<file path="config.mk">
export PLATFORM = sky130hd
export DESIGN_NAME = gtx_optical_rx
export DESIGN_NICKNAME = d
export VERILOG_FILES = /design/src/design/optical_rx_pkg.sv /design/src/design/frame_aligner.sv /design/src/design/prbs_checker.sv /design/src/design/link_monitor.sv /design/src/design/bx_delay_line.sv /design/src/design/optical_rx_regs.sv /design/src/design/gtx_optical_rx.sv
export SDC_FILE = /design/constraint.sdc
export NUM_CORES = 1
export LEC_CHECK = 0
export BUFFER_PORTS_ARGS = -buffer_cell sky130_fd_sc_hd__buf_2
export CAP_MARGIN = 40
export CORE_UTILIZATION = 30
export CTS_BUF_LIST = sky130_fd_sc_hd__clkbuf_4 sky130_fd_sc_hd__clkbuf_8
export DETAILED_ROUTE_END_ITERATION = 12
export PLACE_DENSITY = 0.45
export SYNTH_ARGS = -nofsm -noshare
export SYNTH_HDL_FRONTEND = slang
export SYNTH_HIERARCHICAL = 1
export SYNTH_SLANG_ARGS = --single-unit
export TNS_END_PERCENT = 5
</file>
<file path="constraint.sdc">
create_clock -name clock -period 3.7 [get_ports clock]
set_input_delay 0.185 -clock clock [delete_from_list [all_inputs] [get_ports clock]]
set_output_delay 0.185 -clock clock [all_outputs]
set_load 0.02 [all_outputs]
</file>
<file path="src/design/optical_rx_pkg.sv">
package optical_rx_pkg;

	//------------------------------------------------------------
	// Widths
	//------------------------------------------------------------
	typedef logic [15:0] rx_word_t;		// One link word
	typedef logic [47:0] frame_t;		// Comparator frame, three data words
	typedef logic [15:0] err_count_t;	// Reported error count
	typedef logic [7:0]  link_count_t;	// Link error count
	typedef logic [3:0]  delay_t;		// Output delay in clocks
	typedef logic [1:0]  reg_addr_t;	// Config register address

	// Frame sync FSM
	typedef enum logic [1:0] {
		SYNC_HUNT,		// Waiting for first good frame
		SYNC_CHECK,		// Counting good frames
		SYNC_LOCKED		// Aligned
	} sync_state_t;

	//------------------------------------------------------------
	// Link codes and thresholds
	//------------------------------------------------------------
	localparam rx_word_t FRAME_MARK    = 16'h50BC;		// K word, normal frame
	localparam rx_word_t FC_MARK       = 16'h50FC;		// K word, latency trigger frame
	localparam frame_t   START_PATTERN = {48{1'b1}};	// Start pattern frame

	localparam int WORDS_PER_FRAME = 3;	// Data words after the marker
	localparam int SYNC_FRAMES     = 4;	// Good frames to lock
	localparam int LOSS_ERRORS     = 4;	// Bad frames to drop lock

	localparam reg_addr_t REG_CTRL  = 2'd0;
	localparam reg_addr_t REG_CLEAR = 2'd1;

	// PRBS feedback mask, one shift per frame from bits 47 46 20 19
	localparam frame_t PRBS_TAPS = (48'd1 << 47) | (48'd1 << 46) | (48'd1 << 20) | (48'd1 << 19);

endpackage

</file>
<file path="src/design/frame_aligner.sv">
`timescale 1ns/1ps
module frame_aligner import optical_rx_pkg::*; (
	input  logic     clock,
	input  logic     gtx_rx_reset,
	input  rx_word_t rx_word,
	input  logic     rx_word_k,
	input  logic     rx_word_en,
	output frame_t   frame_data,
	output logic     frame_strobe,
	output logic     frame_error,
	output logic     rx_valid,
	output logic     rx_start,
	output logic     rx_fc,
	output logic     sync_done
);

	logic [1:0]  word_cnt;		// 0 = expecting marker
	logic [1:0]  word_cnt_nxt;
	logic [31:0] asm_data;		// First two data words
	logic        fc_frame;		// Current frame began with FC_MARK
	logic [2:0]  frame_cnt;		// Good frames in check, bad frames in lock
	logic [2:0]  frame_cnt_nxt;
	sync_state_t sync_state;
	sync_state_t sync_state_nxt;
	logic        is_marker;
	logic        frame_done;
	logic        bad_frame;
	frame_t      frame_full;

	assign is_marker  = rx_word_k && (rx_word == FRAME_MARK || rx_word == FC_MARK);
	assign frame_full = {asm_data, rx_word};	// First word lands in the top bits

	// Third clean data word closes the frame
	assign frame_done = rx_word_en && !rx_word_k && (word_cnt == 2'(WORDS_PER_FRAME));

	// K inside the data, or missing marker while locked
	assign bad_frame = rx_word_en && ((word_cnt != 2'd0 && rx_word_k) ||
		(word_cnt == 2'd0 && !is_marker && sync_state == SYNC_LOCKED));

	//------------------------------------------------------------
	// Word counter
	//------------------------------------------------------------
	always_comb begin
		word_cnt_nxt = word_cnt;
		if (rx_word_en) begin
			if (word_cnt == 2'd0 || rx_word_k)
				word_cnt_nxt = is_marker ? 2'd1 : 2'd0;	// A marker restarts the frame
			else if (frame_done)
				word_cnt_nxt = 2'd0;
			else
				word_cnt_nxt = word_cnt + 2'd1;
		end
	end

	//------------------------------------------------------------
	// Sync FSM next state
	//------------------------------------------------------------
	always_comb begin
		sync_state_nxt = sync_state;
		frame_cnt_nxt  = frame_cnt;
		case (sync_state)
			SYNC_HUNT: if (frame_done) begin
				sync_state_nxt = SYNC_CHECK;
				frame_cnt_nxt  = 3'd1;
			end
			SYNC_CHECK: begin
				if (bad_frame) begin			// Start over
					sync_state_nxt = SYNC_HUNT;
					frame_cnt_nxt  = 3'd0;
				end else if (frame_done) begin
					if (frame_cnt == 3'(SYNC_FRAMES - 1)) begin
						sync_state_nxt = SYNC_LOCKED;
						frame_cnt_nxt  = 3'd0;
					end else
						frame_cnt_nxt = frame_cnt + 3'd1;
				end
			end
			SYNC_LOCKED: begin
				if (bad_frame) begin
					if (frame_cnt == 3'(LOSS_ERRORS - 1)) begin	// Too many in a row
						sync_state_nxt = SYNC_HUNT;
						frame_cnt_nxt  = 3'd0;
					end else
						frame_cnt_nxt = frame_cnt + 3'd1;
				end else if (frame_done)
					frame_cnt_nxt = 3'd0;		// Good frame breaks the run
			end
			default: sync_state_nxt = SYNC_HUNT;
		endcase
	end

	// Frame payload
	always_ff @(posedge clock) begin
		if (rx_word_en && word_cnt != 2'd0 && !rx_word_k)
			asm_data <= {asm_data[15:0], rx_word};
		if (rx_word_en && is_marker)
			fc_frame <= (rx_word == FC_MARK);
	end

	always_ff @(posedge clock or posedge gtx_rx_reset) begin
		if (gtx_rx_reset) begin
			word_cnt     <= 2'd0;
			frame_cnt    <= 3'd0;
			sync_state   <= SYNC_HUNT;
			frame_data   <= '0;
			frame_strobe <= 1'b0;
			frame_error  <= 1'b0;
			rx_valid     <= 1'b0;
			rx_start     <= 1'b0;
			rx_fc        <= 1'b0;
		end else begin
			word_cnt     <= word_cnt_nxt;
			frame_cnt    <= frame_cnt_nxt;
			sync_state   <= sync_state_nxt;
			frame_strobe <= frame_done;
			frame_error  <= bad_frame;
			rx_valid     <= frame_done && (sync_state_nxt == SYNC_LOCKED);
			rx_start     <= frame_done && (frame_full == START_PATTERN);
			rx_fc        <= frame_done && fc_frame;
			if (frame_done)
				frame_data <= frame_full;	// Held until next frame
		end
	end

	assign sync_done = (sync_state == SYNC_LOCKED);	// Rises with the locking strobe

	// A frame is either delivered or flagged, never both
	assert property (@(posedge clock) disable iff (gtx_rx_reset) !(frame_strobe && frame_error))
		else $error("frame_aligner: strobe and error together");

endmodule

</file>
<file path="src/design/prbs_checker.sv">
`timescale 1ns/1ps
module prbs_checker import optical_rx_pkg::*; (
	input  logic       clock,
	input  logic       gtx_rx_reset,
	input  logic       prbs_en,
	input  logic       err_clear,
	input  logic       frame_strobe,
	input  logic       rx_valid,
	input  frame_t     frame_data,
	output logic       rx_match,
	output logic       rx_err,
	output err_count_t prbs_count
);

	frame_t prev_frame;		// Seed or last prediction
	frame_t expect_frame;
	logic   have_prev;		// Seed loaded
	logic   frame_ok;

	// One PRBS step per frame
	assign expect_frame = {prev_frame[46:0], ^(prev_frame & PRBS_TAPS)};
	assign frame_ok     = (frame_data == expect_frame);

	// First frame seeds, then the chain follows the prediction
	// so a single corrupt frame gives a single error
	always_ff @(posedge clock) begin
		if (frame_strobe)
			prev_frame <= have_prev ? expect_frame : frame_data;
	end

	always_ff @(posedge clock or posedge gtx_rx_reset) begin
		if (gtx_rx_reset) begin
			have_prev  <= 1'b0;
			rx_match   <= 1'b0;
			rx_err     <= 1'b0;
			prbs_count <= '0;
		end else begin
			rx_match <= 1'b0;
			rx_err   <= 1'b0;
			if (!prbs_en) begin		// Test off, drop seed and count
				have_prev  <= 1'b0;
				prbs_count <= '0;
			end else begin
				if (err_clear)
					prbs_count <= '0;
				if (frame_strobe) begin
					have_prev <= 1'b1;
					rx_match  <= frame_ok || !have_prev;	// Seed frame counts as a match
					if (rx_valid && have_prev && !frame_ok) begin
						rx_err <= 1'b1;
						if (!err_clear && prbs_count != '1)	// Saturate
							prbs_count <= prbs_count + 1'b1;
					end
				end
			end
		end
	end

	// Count only moves down through a clear or a disable
	assert property (@(posedge clock) disable iff (gtx_rx_reset)
		(prbs_en && !err_clear) |=> (prbs_count >= $past(prbs_count)))
		else $error("prbs_checker: count went down without a clear");

endmodule

</file>
<file path="src/design/link_monitor.sv">
`timescale 1ns/1ps
module link_monitor import optical_rx_pkg::*; (
	input  logic        clock,
	input  logic        gtx_rx_reset,
	input  logic        ttc_resync,
	input  logic        frame_strobe,
	input  logic        frame_error,
	input  logic        sync_done,
	output logic        link_good,
	output logic        link_bad,
	output logic        link_had_err,
	output link_count_t link_count
);

	logic had_err_nxt;

	// Sticky error flag, resync wins
	always_comb begin
		if (ttc_resync)
			had_err_nxt = 1'b0;
		else
			had_err_nxt = link_had_err || frame_error;
	end

	//------------------------------------------------------------
	// Status and error count
	//------------------------------------------------------------
	always_ff @(posedge clock or posedge gtx_rx_reset) begin
		if (gtx_rx_reset) begin
			link_good    <= 1'b0;
			link_bad     <= 1'b0;
			link_had_err <= 1'b0;
			link_count   <= '0;
		end else begin
			link_had_err <= had_err_nxt;

			if (ttc_resync)
				link_count <= '0;
			else if (frame_error && link_count != '1)
				link_count <= link_count + 1'b1;	// Saturating

			// Status follows each frame event or a resync
			if (frame_strobe || frame_error || ttc_resync) begin
				link_bad  <= !sync_done;
				link_good <= sync_done && !had_err_nxt;
			end
		end
	end

endmodule

</file>
<file path="src/design/bx_delay_line.sv">
`timescale 1ns/1ps
module bx_delay_line import optical_rx_pkg::*; (
	input  logic   clock,
	input  logic   gtx_rx_reset,
	input  delay_t delay,
	input  frame_t frame_data,
	output frame_t gtx_rx_data
);

	localparam int DEPTH = 15;	// Longest delay

	frame_t srl [DEPTH];		// srl[i] holds data i+1 clocks old
	delay_t tap_sel;
	logic   bypass;

	// Shift every clock
	always_ff @(posedge clock) begin
		srl[0] <= frame_data;
		for (int i = 1; i < DEPTH; i++)
			srl[i] <= srl[i - 1];
	end

	// Tap of delay minus one, zero delay goes straight through
	always_ff @(posedge clock or posedge gtx_rx_reset) begin
		if (gtx_rx_reset) begin
			tap_sel <= '0;
			bypass  <= 1'b1;
		end else begin
			tap_sel <= delay - 4'd1;
			bypass  <= (delay == 4'd0);
		end
	end

	assign gtx_rx_data = bypass ? frame_data : srl[tap_sel];

endmodule

</file>
<file path="src/design/optical_rx_regs.sv">
`timescale 1ns/1ps
module optical_rx_regs import optical_rx_pkg::*; (
	input  logic        clock,
	input  logic        gtx_rx_reset,
	input  logic        cfg_wr,
	input  reg_addr_t   cfg_addr,
	input  rx_word_t    cfg_wdata,
	input  err_count_t  prbs_count,
	input  link_count_t link_count,
	output rx_word_t    cfg_rdata,
	output logic        prbs_en,
	output delay_t      delay,
	output logic        err_clear,
	output err_count_t  gtx_rx_err_count
);

	rx_word_t ctrl_reg;		// [0] prbs_en, [7:4] delay

	//------------------------------------------------------------
	// Control register and clear strobe
	//------------------------------------------------------------
	always_ff @(posedge clock or posedge gtx_rx_reset) begin
		if (gtx_rx_reset) begin
			ctrl_reg  <= '0;
			err_clear <= 1'b0;
		end else begin
			if (cfg_wr && cfg_addr == REG_CTRL)
				ctrl_reg <= cfg_wdata;
			err_clear <= cfg_wr && (cfg_addr == REG_CLEAR);	// One clock per write
		end
	end

	assign prbs_en   = ctrl_reg[0];
	assign delay     = ctrl_reg[7:4];
	assign cfg_rdata = ctrl_reg;	// Same value at every address

	//------------------------------------------------------------
	// Reported error count
	//------------------------------------------------------------
	always_ff @(posedge clock or posedge gtx_rx_reset) begin
		if (gtx_rx_reset)
			gtx_rx_err_count <= '0;
		else if (prbs_en)
			gtx_rx_err_count <= prbs_count;
		else
			gtx_rx_err_count <= {8'h00, link_count};	// Link count, zero extended
	end

endmodule

</file>
<file path="src/design/gtx_optical_rx.sv">
`timescale 1ns/1ps
module gtx_optical_rx import optical_rx_pkg::*; (
	input  logic       clock,
	input  logic       gtx_rx_reset,
	input  logic       ttc_resync,		// Clears link status
	input  rx_word_t   rx_word,
	input  logic       rx_word_k,
	input  logic       rx_word_en,
	input  logic       cfg_wr,
	input  reg_addr_t  cfg_addr,
	input  rx_word_t   cfg_wdata,
	output rx_word_t   cfg_rdata,
	output frame_t     gtx_rx_data,		// Delayed comparator data
	output logic       gtx_rx_start,
	output logic       gtx_rx_fc,
	output logic       gtx_rx_valid,
	output logic       gtx_rx_match,
	output logic       gtx_rx_sync_done,
	output logic       gtx_rx_err,
	output err_count_t gtx_rx_err_count,
	output logic       link_good,
	output logic       link_bad,
	output logic       link_had_err
);

	frame_t      frame_data;
	logic        frame_strobe;
	logic        frame_error;
	logic        prbs_en;
	logic        err_clear;
	delay_t      delay;
	err_count_t  prbs_count;
	link_count_t link_count;

	//------------------------------------------------------------
	// Receive path
	//------------------------------------------------------------
	frame_aligner i_frame_aligner (
		.clock, .gtx_rx_reset, .rx_word, .rx_word_k, .rx_word_en,
		.frame_data, .frame_strobe, .frame_error,
		.rx_valid  (gtx_rx_valid),
		.rx_start  (gtx_rx_start),
		.rx_fc     (gtx_rx_fc),
		.sync_done (gtx_rx_sync_done)
	);

	prbs_checker i_prbs_checker (
		.clock, .gtx_rx_reset, .prbs_en, .err_clear, .frame_strobe,
		.rx_valid (gtx_rx_valid),
		.frame_data,
		.rx_match (gtx_rx_match),
		.rx_err   (gtx_rx_err),
		.prbs_count
	);

	link_monitor i_link_monitor (
		.clock, .gtx_rx_reset, .ttc_resync, .frame_strobe, .frame_error,
		.sync_done (gtx_rx_sync_done),
		.link_good, .link_bad, .link_had_err, .link_count
	);

	bx_delay_line i_bx_delay_line (
		.clock, .gtx_rx_reset, .delay, .frame_data, .gtx_rx_data
	);

	// Config and count select
	optical_rx_regs i_optical_rx_regs (
		.clock, .gtx_rx_reset, .cfg_wr, .cfg_addr, .cfg_wdata,
		.prbs_count, .link_count,
		.cfg_rdata, .prbs_en, .delay, .err_clear, .gtx_rx_err_count
	);

endmodule

</file>
Yosys cells after proc, flatten, opt, wreduce, memory -nomap -nowiden. Memory sizes are Yosys's and may differ from the RTL's. Cells that the tools add are included.

Output and inout bits: 89. Bits in registers: 209. Memories kept: 1. RAM bits: 720. Input port bits: 40. Word-level logic and storage cells: 125.

Memory list: i_bx_delay_line.srl (words 15, bits a word 48, rd ports 15, clocked after memory_dff 0, wr ports 15, line bx_delay_line.sv:12) `frame_t srl [DEPTH];`.

Mux-type cells: 35. Reduce and logical (&&, ||, !) cells: 43. Add/subtract/negate cells: 5. Equality and inequality tests: 16.

Operators with widths (count): 16-bit 2-to-1 mux (6); 48-bit 2-to-1 mux (2); 48-bit equality test (1); 48-bit equality test, second input constant (1); 48-bit XOR reduction (1); 16-bit by 15-bit equality test with 1-bit output, second input constant (2); 1-bit logical AND (20); 3-bit 2-to-1 mux (6); 16-bit by 1-bit adder with 16-bit output, second input constant (1); 2-bit 2-to-1 mux (8); 8-bit 2-to-1 mux (2); 16-bit != test, second input constant (1); 1-bit 2-to-1 mux (9); 3-bit one-hot mux with 3 select lines (1); 8-bit by 1-bit adder with 8-bit output, second input constant (1); 8-bit != test, second input constant (1); 1-bit logical NOT (7); 1-bit logical OR (7); 2-bit equality test, second input constant (3); 2-bit logical NOT (3); 2-bit one-hot mux with 3 select lines (1); 2-bit by 1-bit equality test with 1-bit output, second input constant (2); 4-bit logical NOT (1); 4-bit AND reduction (1); other kinds (10) (11).

Longest topological paths before layout. Gate-level depths: netlist (run 1).

Word-level depth: 12. Mapped depth: 8. Mapped depth without buffers: 7.

Hierarchy. Netlist (run 1), hierarchy kept.

By module, submodules not included: bx_delay_line (seq. area each 14540.2 um^2, instances 1, cells each 1361, area each 21320.4 um^2); frame_aligner (seq. area each 2492.4 um^2, instances 1, cells each 335, area each 3716.1 um^2); prbs_checker (seq. area each 1916.8 um^2, instances 1, cells each 280, area each 3601.0 um^2); optical_rx_regs (seq. area each 825.8 um^2, instances 1, cells each 76, area each 1239.9 um^2); link_monitor (seq. area each 275.3 um^2, instances 1, cells each 60, area each 639.4 um^2).

Least setup slack after synthesis (run 1). Ideal clock, no wire load.

Path type: reg2reg. Start: register i_frame_aligner.word_cnt[0]. End: register i_frame_aligner.asm_data[0], enable pin. Slack: 0.340 ns. Period minus slack after synthesis: 3.360 ns. Arrival time: 2.896 ns. Required time: 3.237 ns. Buffers on the path: 0. Setup time: 0.463 ns. Cell stages (with the launch flop): 4. Cell sequence: dfrtp_1 > inv_1 > ha_1 > nor3_1.

Cells in the longest elaborated chain, start to end: 3.

Ends and longest elaborated chain: from (decl) (line frame_aligner.sv:17) `logic [1:0] word_cnt;`; from (signal assigned) (line frame_aligner.sv:112) `word_cnt <= word_cnt_nxt;`; 2-bit nonzero test (line frame_aligner.sv:94) `if (rx_word_en && word_cnt != 2'd0 && !rx_word_k)`; 1-bit logical AND (2 in a row) (line frame_aligner.sv:94); to (signal assigned) (line frame_aligner.sv:95) `asm_data <= {asm_data[15:0], rx_word};`; to (decl) (line frame_aligner.sv:19) `logic [31:0] asm_data;`.

Every way passes these cells. A chain may end at the register's enable or synchronous reset.

Worst setup path in the final report (run 1).
Start: register i_bx_delay_line.tap_sel[1]. End: output port gtx_rx_data[1].

Cells in the longest elaborated chain, start to end: 2.

Ends and longest elaborated chain: from (decl) (line bx_delay_line.sv:13) `delay_t tap_sel;`; from (signal assigned) (line bx_delay_line.sv:29) `tap_sel <= delay - 4'd1;`; memory read 15 x 48 bit; 48-bit 2-to-1 mux (line bx_delay_line.sv:34) `assign gtx_rx_data = bypass ? frame_data : srl[tap_sel];`; to (decl) (line gtx_optical_rx.sv:13) `output frame_t gtx_rx_data,`.

Every way passes these cells.

==> reports/metrics.yaml, run 1 <==
status: "finished clean"
tritoncts: "yes"
tightest_slew_ns: 0.860
busiest_layer: "met2"
cp-start-kind: "register"
required_ns: 3.51
layout_setup_ws_ns: 0.193
slew_headroom_pct: 42.6
io_buffers: 128
antenna_left: 0
synth_fp_nets: 2162
syn_avg_cell_area_um2: 14.4
wire_per_inst_um: 18.9
synth_top_family_by_area: "multiplexers"
regToRegSetupSlack_ns: 1.29
place_hpwl_um: 46400
period_minus_slack_ns: 3.51
htreeDepth: 4
fillers: 9695
reg2reg_depth: 7
synthXorXnorAreaFrac_pct: 1.52
yosys.area.top_type: "dfxtp_1"
finClkSkew_ns: 0.0378
drcViolationCount: 0
muxShareOfSynthArea_pct: 15.5
use_met1_pct: 19.0
vias: 17600
grt_pass1_wl_um: 114000
grtUsageMet3_pct: 3.54
cp-end-kind: "primary output"
pre_cts_slack_ns: 0.924
grt_start_max_net_pins: 64
area_delta_synth_final_pct: 20.8
drive_above_1_share_pct: 32.4
grt_overflow: 0
ys.flop_type: "dfxtp_1"
rsz0062_at_grt: "true"
start_util_pct: 30.4
fin_util_pct: 36.7
fin_area_um2: 36800
dr.pass1.iters: 6
worstPathMaxFanout: 49
p_per_area_nw_per_um2: 658
nNetsFinal: 2445
numCtsBuffers: 159
ys_ff_latch: 929
slowest_stage: "nor2_4"
path_buf_inv: 3
syn-cell-area_um2: 30500
cts_root_buffer: "clkbuf_8"
track_usage_pct: 14.4
die_height_um: 321
cts_num_sinks: 929
yosysUniqueCellTypes: 80
yosys_warnings: 6
yosys.area_share.simple_pct: 7.20
cap_violations: 0
ys_top_cells_by_area: "dfxtp_1 (47%), dfrtp_1 (10%), edfxtp_1 (8.0%), mux4_2 (7.1%), mux2_2 (5.6%)"
netlist_instances: 2112
crit_type: "register to primary output"
max_freq_mhz: 285
max-vdd-ir-drop_uv: 292
core_area_um2: 100000
report.final.slew_viol_count: 0
seq_area_frac_synth_pct: 65.7
postCtsSetupRepairBufs: 0
holdWs_ns: 0.0749
hold_viol_final: 0
synth.top_cell.area_share_pct: 47.2
cp_cell_sequence: "buf_16 -> nor2_4 -> buf_12 -> a221oi_1 -> a21oi_1 -> buf_2"
cp_top_family: "buffers and inverters"
die_x_um: 321
clk_latency_ns: 0.83
place_congestion: 0.752
path_clk_slew_ns: 0.06
drtIter0Drc: 783
synthArstFlopShare_pct: 13.8
routed_wirelength_um: 73500
r2r-start: "i_frame_aligner/frame_data[24]"
use_met2_pct: 22.8
synth_compound_area_share_pct: 7.12
clk_path_buf_depth: 3
antenna_found_initial: 9
setup_viol: 0
synthAdderAreaFrac_pct: 0.410
hp-class: "input pin to async pin"
grt_pass1_vias: 19000
die_area_um2: 103000
synth-edff-count: 81
avgViaCountPerCell: 4.52
ios: 129
p_leak_nw: 15.2
postPlaceCellArea_um2: 32700
cpPeakStageDelay_ns: 0.66
crit_arrival_ns: 3.32
power_mw: 24.2
r2r-end: "i_prbs_checker/prbs_count[6]"
finalCritPeriodShare_pct: 94.8
rows: 116
[worst register-to-register path, cell delays in order (launching register included)]
cell	delay [ns]
dfrtp_1	0.47
xor2_1	0.18
nor4_1	0.44
nand4_1	0.21
nor4_4	0.30
buf_4	0.36
or4_1	0.20
a21oi_1	0.06
[synthesized netlist by cell type, drive strengths merged, types with 2 or more instances]
master and number:
a21o 2, a21oi 59, a221oi 32, a22oi 16, a41oi 16, and2 11, and3 5, and3b 2
and4 6, buf 80, clkbuf 38, dfrtp 127, dfxtp 720, edfxtp 81, ha 10, inv 20
mux2 187, mux2i 33, mux4 96, nand2 165, nand2b 86, nand3 7, nand3b 4, nand4 24
nor2 33, nor2b 5, nor3 6, nor3b 3, nor4 16, o211ai 51, o21a 2, o21ai 11
o21bai 2, o221ai 32, o22a 16, o22ai 2, o311ai 2, o31ai 12, o41ai 3, or3 7
or3b 3, or4 14, xnor2 4, xor2 49
[state kept, by name, indices dropped and copies added, names as in the netlist, 2 cells and up]
name and flops:
i_bx_delay_line/srl 720, i_frame_aligner/sync_state 2, i_frame_aligner/frame_data 48, i_link_monitor/link_count 8
i_frame_aligner/frame_cnt 3, i_prbs_checker/prbs_count 16, i_frame_aligner/word_cnt 2, i_bx_delay_line/tap_sel 4
i_prbs_checker/prev_frame 48, i_optical_rx_regs/cfg_rdata 16, i_optical_rx_regs/gtx_rx_err_count 16, i_frame_aligner/asm_data 32
[worst max-delay path by stage]
stage                                             end  cells after the start                         from  slack [ns]
after floorplan           i_frame_aligner/asm_data[0]                      3  i_frame_aligner/word_cnt[0]        0.34
after global placement                gtx_rx_data[42]                      5   i_bx_delay_line/tap_sel[1]        0.76
after detailed placement               gtx_rx_data[1]                      6   i_bx_delay_line/tap_sel[1]        0.92
after CTS                              gtx_rx_data[1]                      6   i_bx_delay_line/tap_sel[1]        0.01
after global routing                   gtx_rx_data[1]                      6   i_bx_delay_line/tap_sel[1]       -0.02
final                                  gtx_rx_data[1]                      6   i_bx_delay_line/tap_sel[1]        0.19
[where the power goes]
| part | internal (mW) | switching [mW] | total [mW] |
|---|---|---|---|
| Combinational | 1.39 | 2.28 | 3.67 |
| Clock | 5.78 | 4.21 | 9.98 |
| Sequential | 10.3 | 0.268 | 10.6 |
[cell usage in the layout, fill, tap and decap left out, types with 18 or more instances in the layout]
master,count
dlygate4sd3_1,55
mux4_2,96
inv_1,18
clkbuf_4,59
mux2_4,32
o211ai_1,51
dfrtp_1,122
buf_2,128
clkbuf_8,196
a21oi_1,56
edfxtp_1,81
nand2_1,165
mux2_2,152
nand4_1,22
o221ai_1,32
nor2_1,31
xor2_1,49
nand2b_1,85
mux2i_1,33
buf_4,47
a221oi_2,27
dfxtp_1,720
[cells by family (layout without fill, tap and decap cells)]
kind of cell / Yosys count / after routing
compound gates: 265 / 265
xor+xnor: 53 / 53
fa+ha+maj: 10 / 10
buf+inv: 138 / 554
flops: 929 / 929
mux: 316 / 316
other cells: 0 / 8
simple gates: 401 / 401
[stage by stage]
| stage | std cells | setup TNS (ns) |
|---|---|---|
| after floorplan | 2112 | 0 |
| after global placement | 3534 | 0 |
| after detailed placement | 3536 | 0 |
| after CTS | 3885 | 0 |
| after global routing | 3892 | -0.0209 |
| final | 3893 | 0 |
[metal layers]
| layer | vias to the layer above | routed length [µm] |
|---|---|---|
| met5 | - | 27 |
| li1 | 8297 | - |
| met4 | 4 | 1420 |
| met2 | 398 | 34200 |
| met1 | 8781 | 34400 |
| met3 | 124 | 3490 |
[layout make-up]
type                       count  area [µm²]  area share (%)
sequential                   929       20100            54.4
multi-input combinational   1045        9710            26.3
clock buffer                 255        3140            8.52
timing repair buffer         240        1750            4.75
tap                         1357        1700            4.61
clock inverter                39         395            1.07
inverter                      20        75.1           0.204
antenna                        8        20.0          0.0543
[what timing repair did]
action                                 CTS  global route
setup endpoints to repair                1             6
gates resized for setup                  1             2
hold buffers                            55             0
endpoints found under the hold margin  186             0
pin swaps                                0             2
Note: power is estimated with default switching activity, not from simulation.
==> run 2: changes to the inputs <==
--- a/config.mk
+++ b/config.mk
@@ -8,7 +8,6 @@
 export BUFFER_PORTS_ARGS = -buffer_cell sky130_fd_sc_hd__buf_2
 export CAP_MARGIN = 40
 export CORE_UTILIZATION = 30
-export CTS_BUF_LIST = sky130_fd_sc_hd__clkbuf_4 sky130_fd_sc_hd__clkbuf_8
 export DETAILED_ROUTE_END_ITERATION = 12
 export PLACE_DENSITY = 0.45
 export SYNTH_ARGS = -nofsm -noshare
==> run 2 against run 1 <==
- sequential share of layout area rose by 0.10 points
- count of clock-buffer cells in the layout shrank 114
- register-to-register slack is essentially flat
- critical path depth unchanged
- worst setup slack improved by 0.085 ns
- maximum frequency rose by 2.5%
- design area fell by 0.19%
- clock skew is 0.0081 ns lower
- final cell count down 2.8%
- global-route usage is 0.29 points lower
- flip-flop and latch count stayed put
- total power is 1.2% higher
==> reports/metrics.yaml, run 2 (synthesis gave the netlist of run 1 again) <==
status: "finished clean"
setup_viol: 0  # unchanged
reg2reg_depth: 7  # unchanged
slowest_stage: "dfrtp_4"
max-vdd-ir-drop_uv: 319  # +9.3%
die_area_um2: 103000  # unchanged
avgViaCountPerCell: 4.56  # +0.92%
routed_wirelength_um: 72200  # -1.7%
largest-register: "i_bx_delay_line/srl"
cts_num_sinks: 929  # unchanged
clk_latency_ns: 0.69  # -0.14 ns
required_ns: 3.51  # about the same
tightest_slew_ns: 0.911  # +0.0507 ns
start_util_pct: 30.4  # unchanged
clk_path_buf_depth: 3  # unchanged
rsz0062_at_grt: "false"
cp_cell_sequence: "nor2b_1 -> buf_4 -> buf_4 -> a22oi_1 -> a41oi_1 -> buf_2"
drcViolationCount: 0  # unchanged
hp-class: "input pin to async pin"
nNetsFinal: 2387  # -2.4%
numCtsBuffers: 101  # -36%
largest_reg_flops: 720  # unchanged
reg.largest.list: "i_bx_delay_line/srl: 720 flops, i_frame_aligner/frame_data: 48 flops, i_prbs_checker/prev_frame: 48 flops"
fillers: 9638  # -0.59%
drtIter0Drc: 886  # +13%
slew_headroom_pct: 39.2  # -3.4 points
power.switching_mw: 6.70  # -0.78%
critPathLaunch: "i_bx_delay_line/tap_sel[0]"
crit_type: "register to primary output"
die_height_um: 321  # unchanged
cap_violations: 0  # unchanged
finalNonFillerCells: 3784  # -2.8%
finalCritPeriodShare_pct: 92.5  # -2.3 points
worstPathMaxFanout: 20  # -59%
cts_root_buffer: "clkbuf_16"
power_frac_comb_pct: 14.9  # -0.2 points
grt_start_max_net_pins: 64  # unchanged
grt_pass1_vias: 18400  # -3.2%
hold_viol_final: 0  # unchanged
pre_cts_slack_ns: 0.924  # unchanged
place_inst: 3536  # unchanged
cp_top_family: "flip-flops"
crit_arrival_ns: 3.24  # -0.08 ns
switching_share_pct: 27.3  # -0.54 points
ios: 129  # unchanged
cp-start-kind: "register"
rows: 116  # unchanged
finClkSkew_ns: 0.0297  # -0.00807 ns
area_delta_synth_final_pct: 20.5
crit_top_cell: "buf_4"
p_leak_nw: 15.0  # -1.1%
regToRegSetupSlack_ns: 1.30  # about the same
die_x_um: 321  # unchanged
path_clk_slew_ns: 0.06  # about the same
track_usage_pct: 14.1  # -0.29 points
core_area_um2: 100000  # unchanged
wire_per_inst_um: 19.1  # +1.1%
max_freq_mhz: 292  # +2.5%
layout_setup_ws_ns: 0.278  # +0.0854 ns
period_minus_slack_ns: 3.42  # -0.0854 ns
crit_end: "gtx_rx_data[44]"
path_buf_inv: 3  # unchanged
vias: 17300  # -1.9%
r2r-start: "i_prbs_checker/prbs_count[0]"
report.final.slew_viol_count: 0  # unchanged
postCtsSetupRepairBufs: 0  # unchanged
cp-end-kind: "primary output"
drive_above_1_share_pct: 28.5  # -3.9 points
place_hpwl_um: 46400  # unchanged
dr.pass1.iters: 5  # -1
htreeDepth: 3  # -1
p_per_area_nw_per_um2: 667  # +1.4%
multi_input_area_um2: 9700  # about the same
grt_pass1_wl_um: 112000  # -1.4%
power_mw: 24.5  # +1.2%
antenna_left: 0  # unchanged
final_cell_mix: "dfxtp_1 (720), nand2_1 (165), mux2_2 (152)"
cpPeakStageDelay_ns: 0.70  # +0.04 ns
seq_area_um2: 20100  # unchanged
cp.depth: 6  # unchanged
io_buffers: 128  # unchanged
place_congestion: 0.752  # unchanged
power_frac_clock_pct: 41.9  # +0.7 points
setup_tns_ns: 0  # unchanged
layout_commonest_cell: "dfxtp_1"
grt_overflow: 0  # unchanged
pwr-share-seq_pct: 43.2  # -0.5 points
r2r-end: "i_prbs_checker/prbs_count[15]"
antenna_found_initial: 7  # -2
tritoncts: "yes"
p_int_mw: 17.8  # +2.0%
## run 2: worst min-delay path by stage
stage	cells after the start	to	start
2_1_floorplan	1	i_bx_delay_line/tap_sel[0]	gtx_rx_reset
3_3_place_gp	2	i_bx_delay_line/tap_sel[2]	gtx_rx_reset
3_5_place_dp	2	i_bx_delay_line/tap_sel[3]	gtx_rx_reset
4_1_cts	3	i_optical_rx_regs/gtx_rx_err_count[1]	gtx_rx_reset
5_1_grt	3	i_optical_rx_regs/gtx_rx_err_count[4]	gtx_rx_reset
6_report	3	i_optical_rx_regs/gtx_rx_err_count[1]	gtx_rx_reset
## run 2: timing repair
item                                   4_1_cts  5_1_grt
endpoints found under the hold margin      158        0
resized for setup                            0        0
hold buffers                                55        0
## run 2: worst reg2reg max path: stages (launching register included)
cell and delay [ns]:
dfrtp_1 0.43, ha_1 0.27, nand3_1 0.10, or4_1 0.13
nand4_1 0.43, or3_1 0.50, or3_1 0.31, a21oi_1 0.14
## run 2: layout make-up
cell class / count / area share [%]
flip-flops and latches: 929 / 54.6
multi-input cells: 1045 / 26.4
clock buffers: 141 / 7.86
repair buffers: 240 / 4.75
well taps: 1357 / 4.62
clock inverters: 45 / 1.60
inverters: 20 / 0.204
diodes: 7 / 0.0476
## run 2: power groups by stage
stage	registers, mW	clock network, mW	logic, mW
after global placement	10.9	0	3.56
after global routing	10.6	11.1	3.94
after detailed placement	10.8	0	3.68
after CTS	10.6	10.6	3.77
after floorplan	10.6	0	2.56
final	10.6	10.3	3.66
## run 2: routing by layer
layer	track usage, %	wire, µm	vias to the layer above
met2	22.7	33500	344
met4	4.06	1490	2
li1	-	-	8152
met5	0	13	-
met3	2.86	3150	108
met1	19.1	34100	8663
## run 2: per-stage QoR
| step | utilization, % | hold slack (ns) | cell area (µm²) |
|---|---|---|---|
| after floorplan | - | -0.0372 | 30500 |
| after global placement | 32.5 | 0.180 | 32700 |
| after detailed placement | 32.6 | 0.185 | 32700 |
| after CTS | 36.6 | 0.0752 | 36800 |
| after global routing | 36.6 | 0.116 | 36800 |
| final | 36.6 | 0.106 | 36800 |
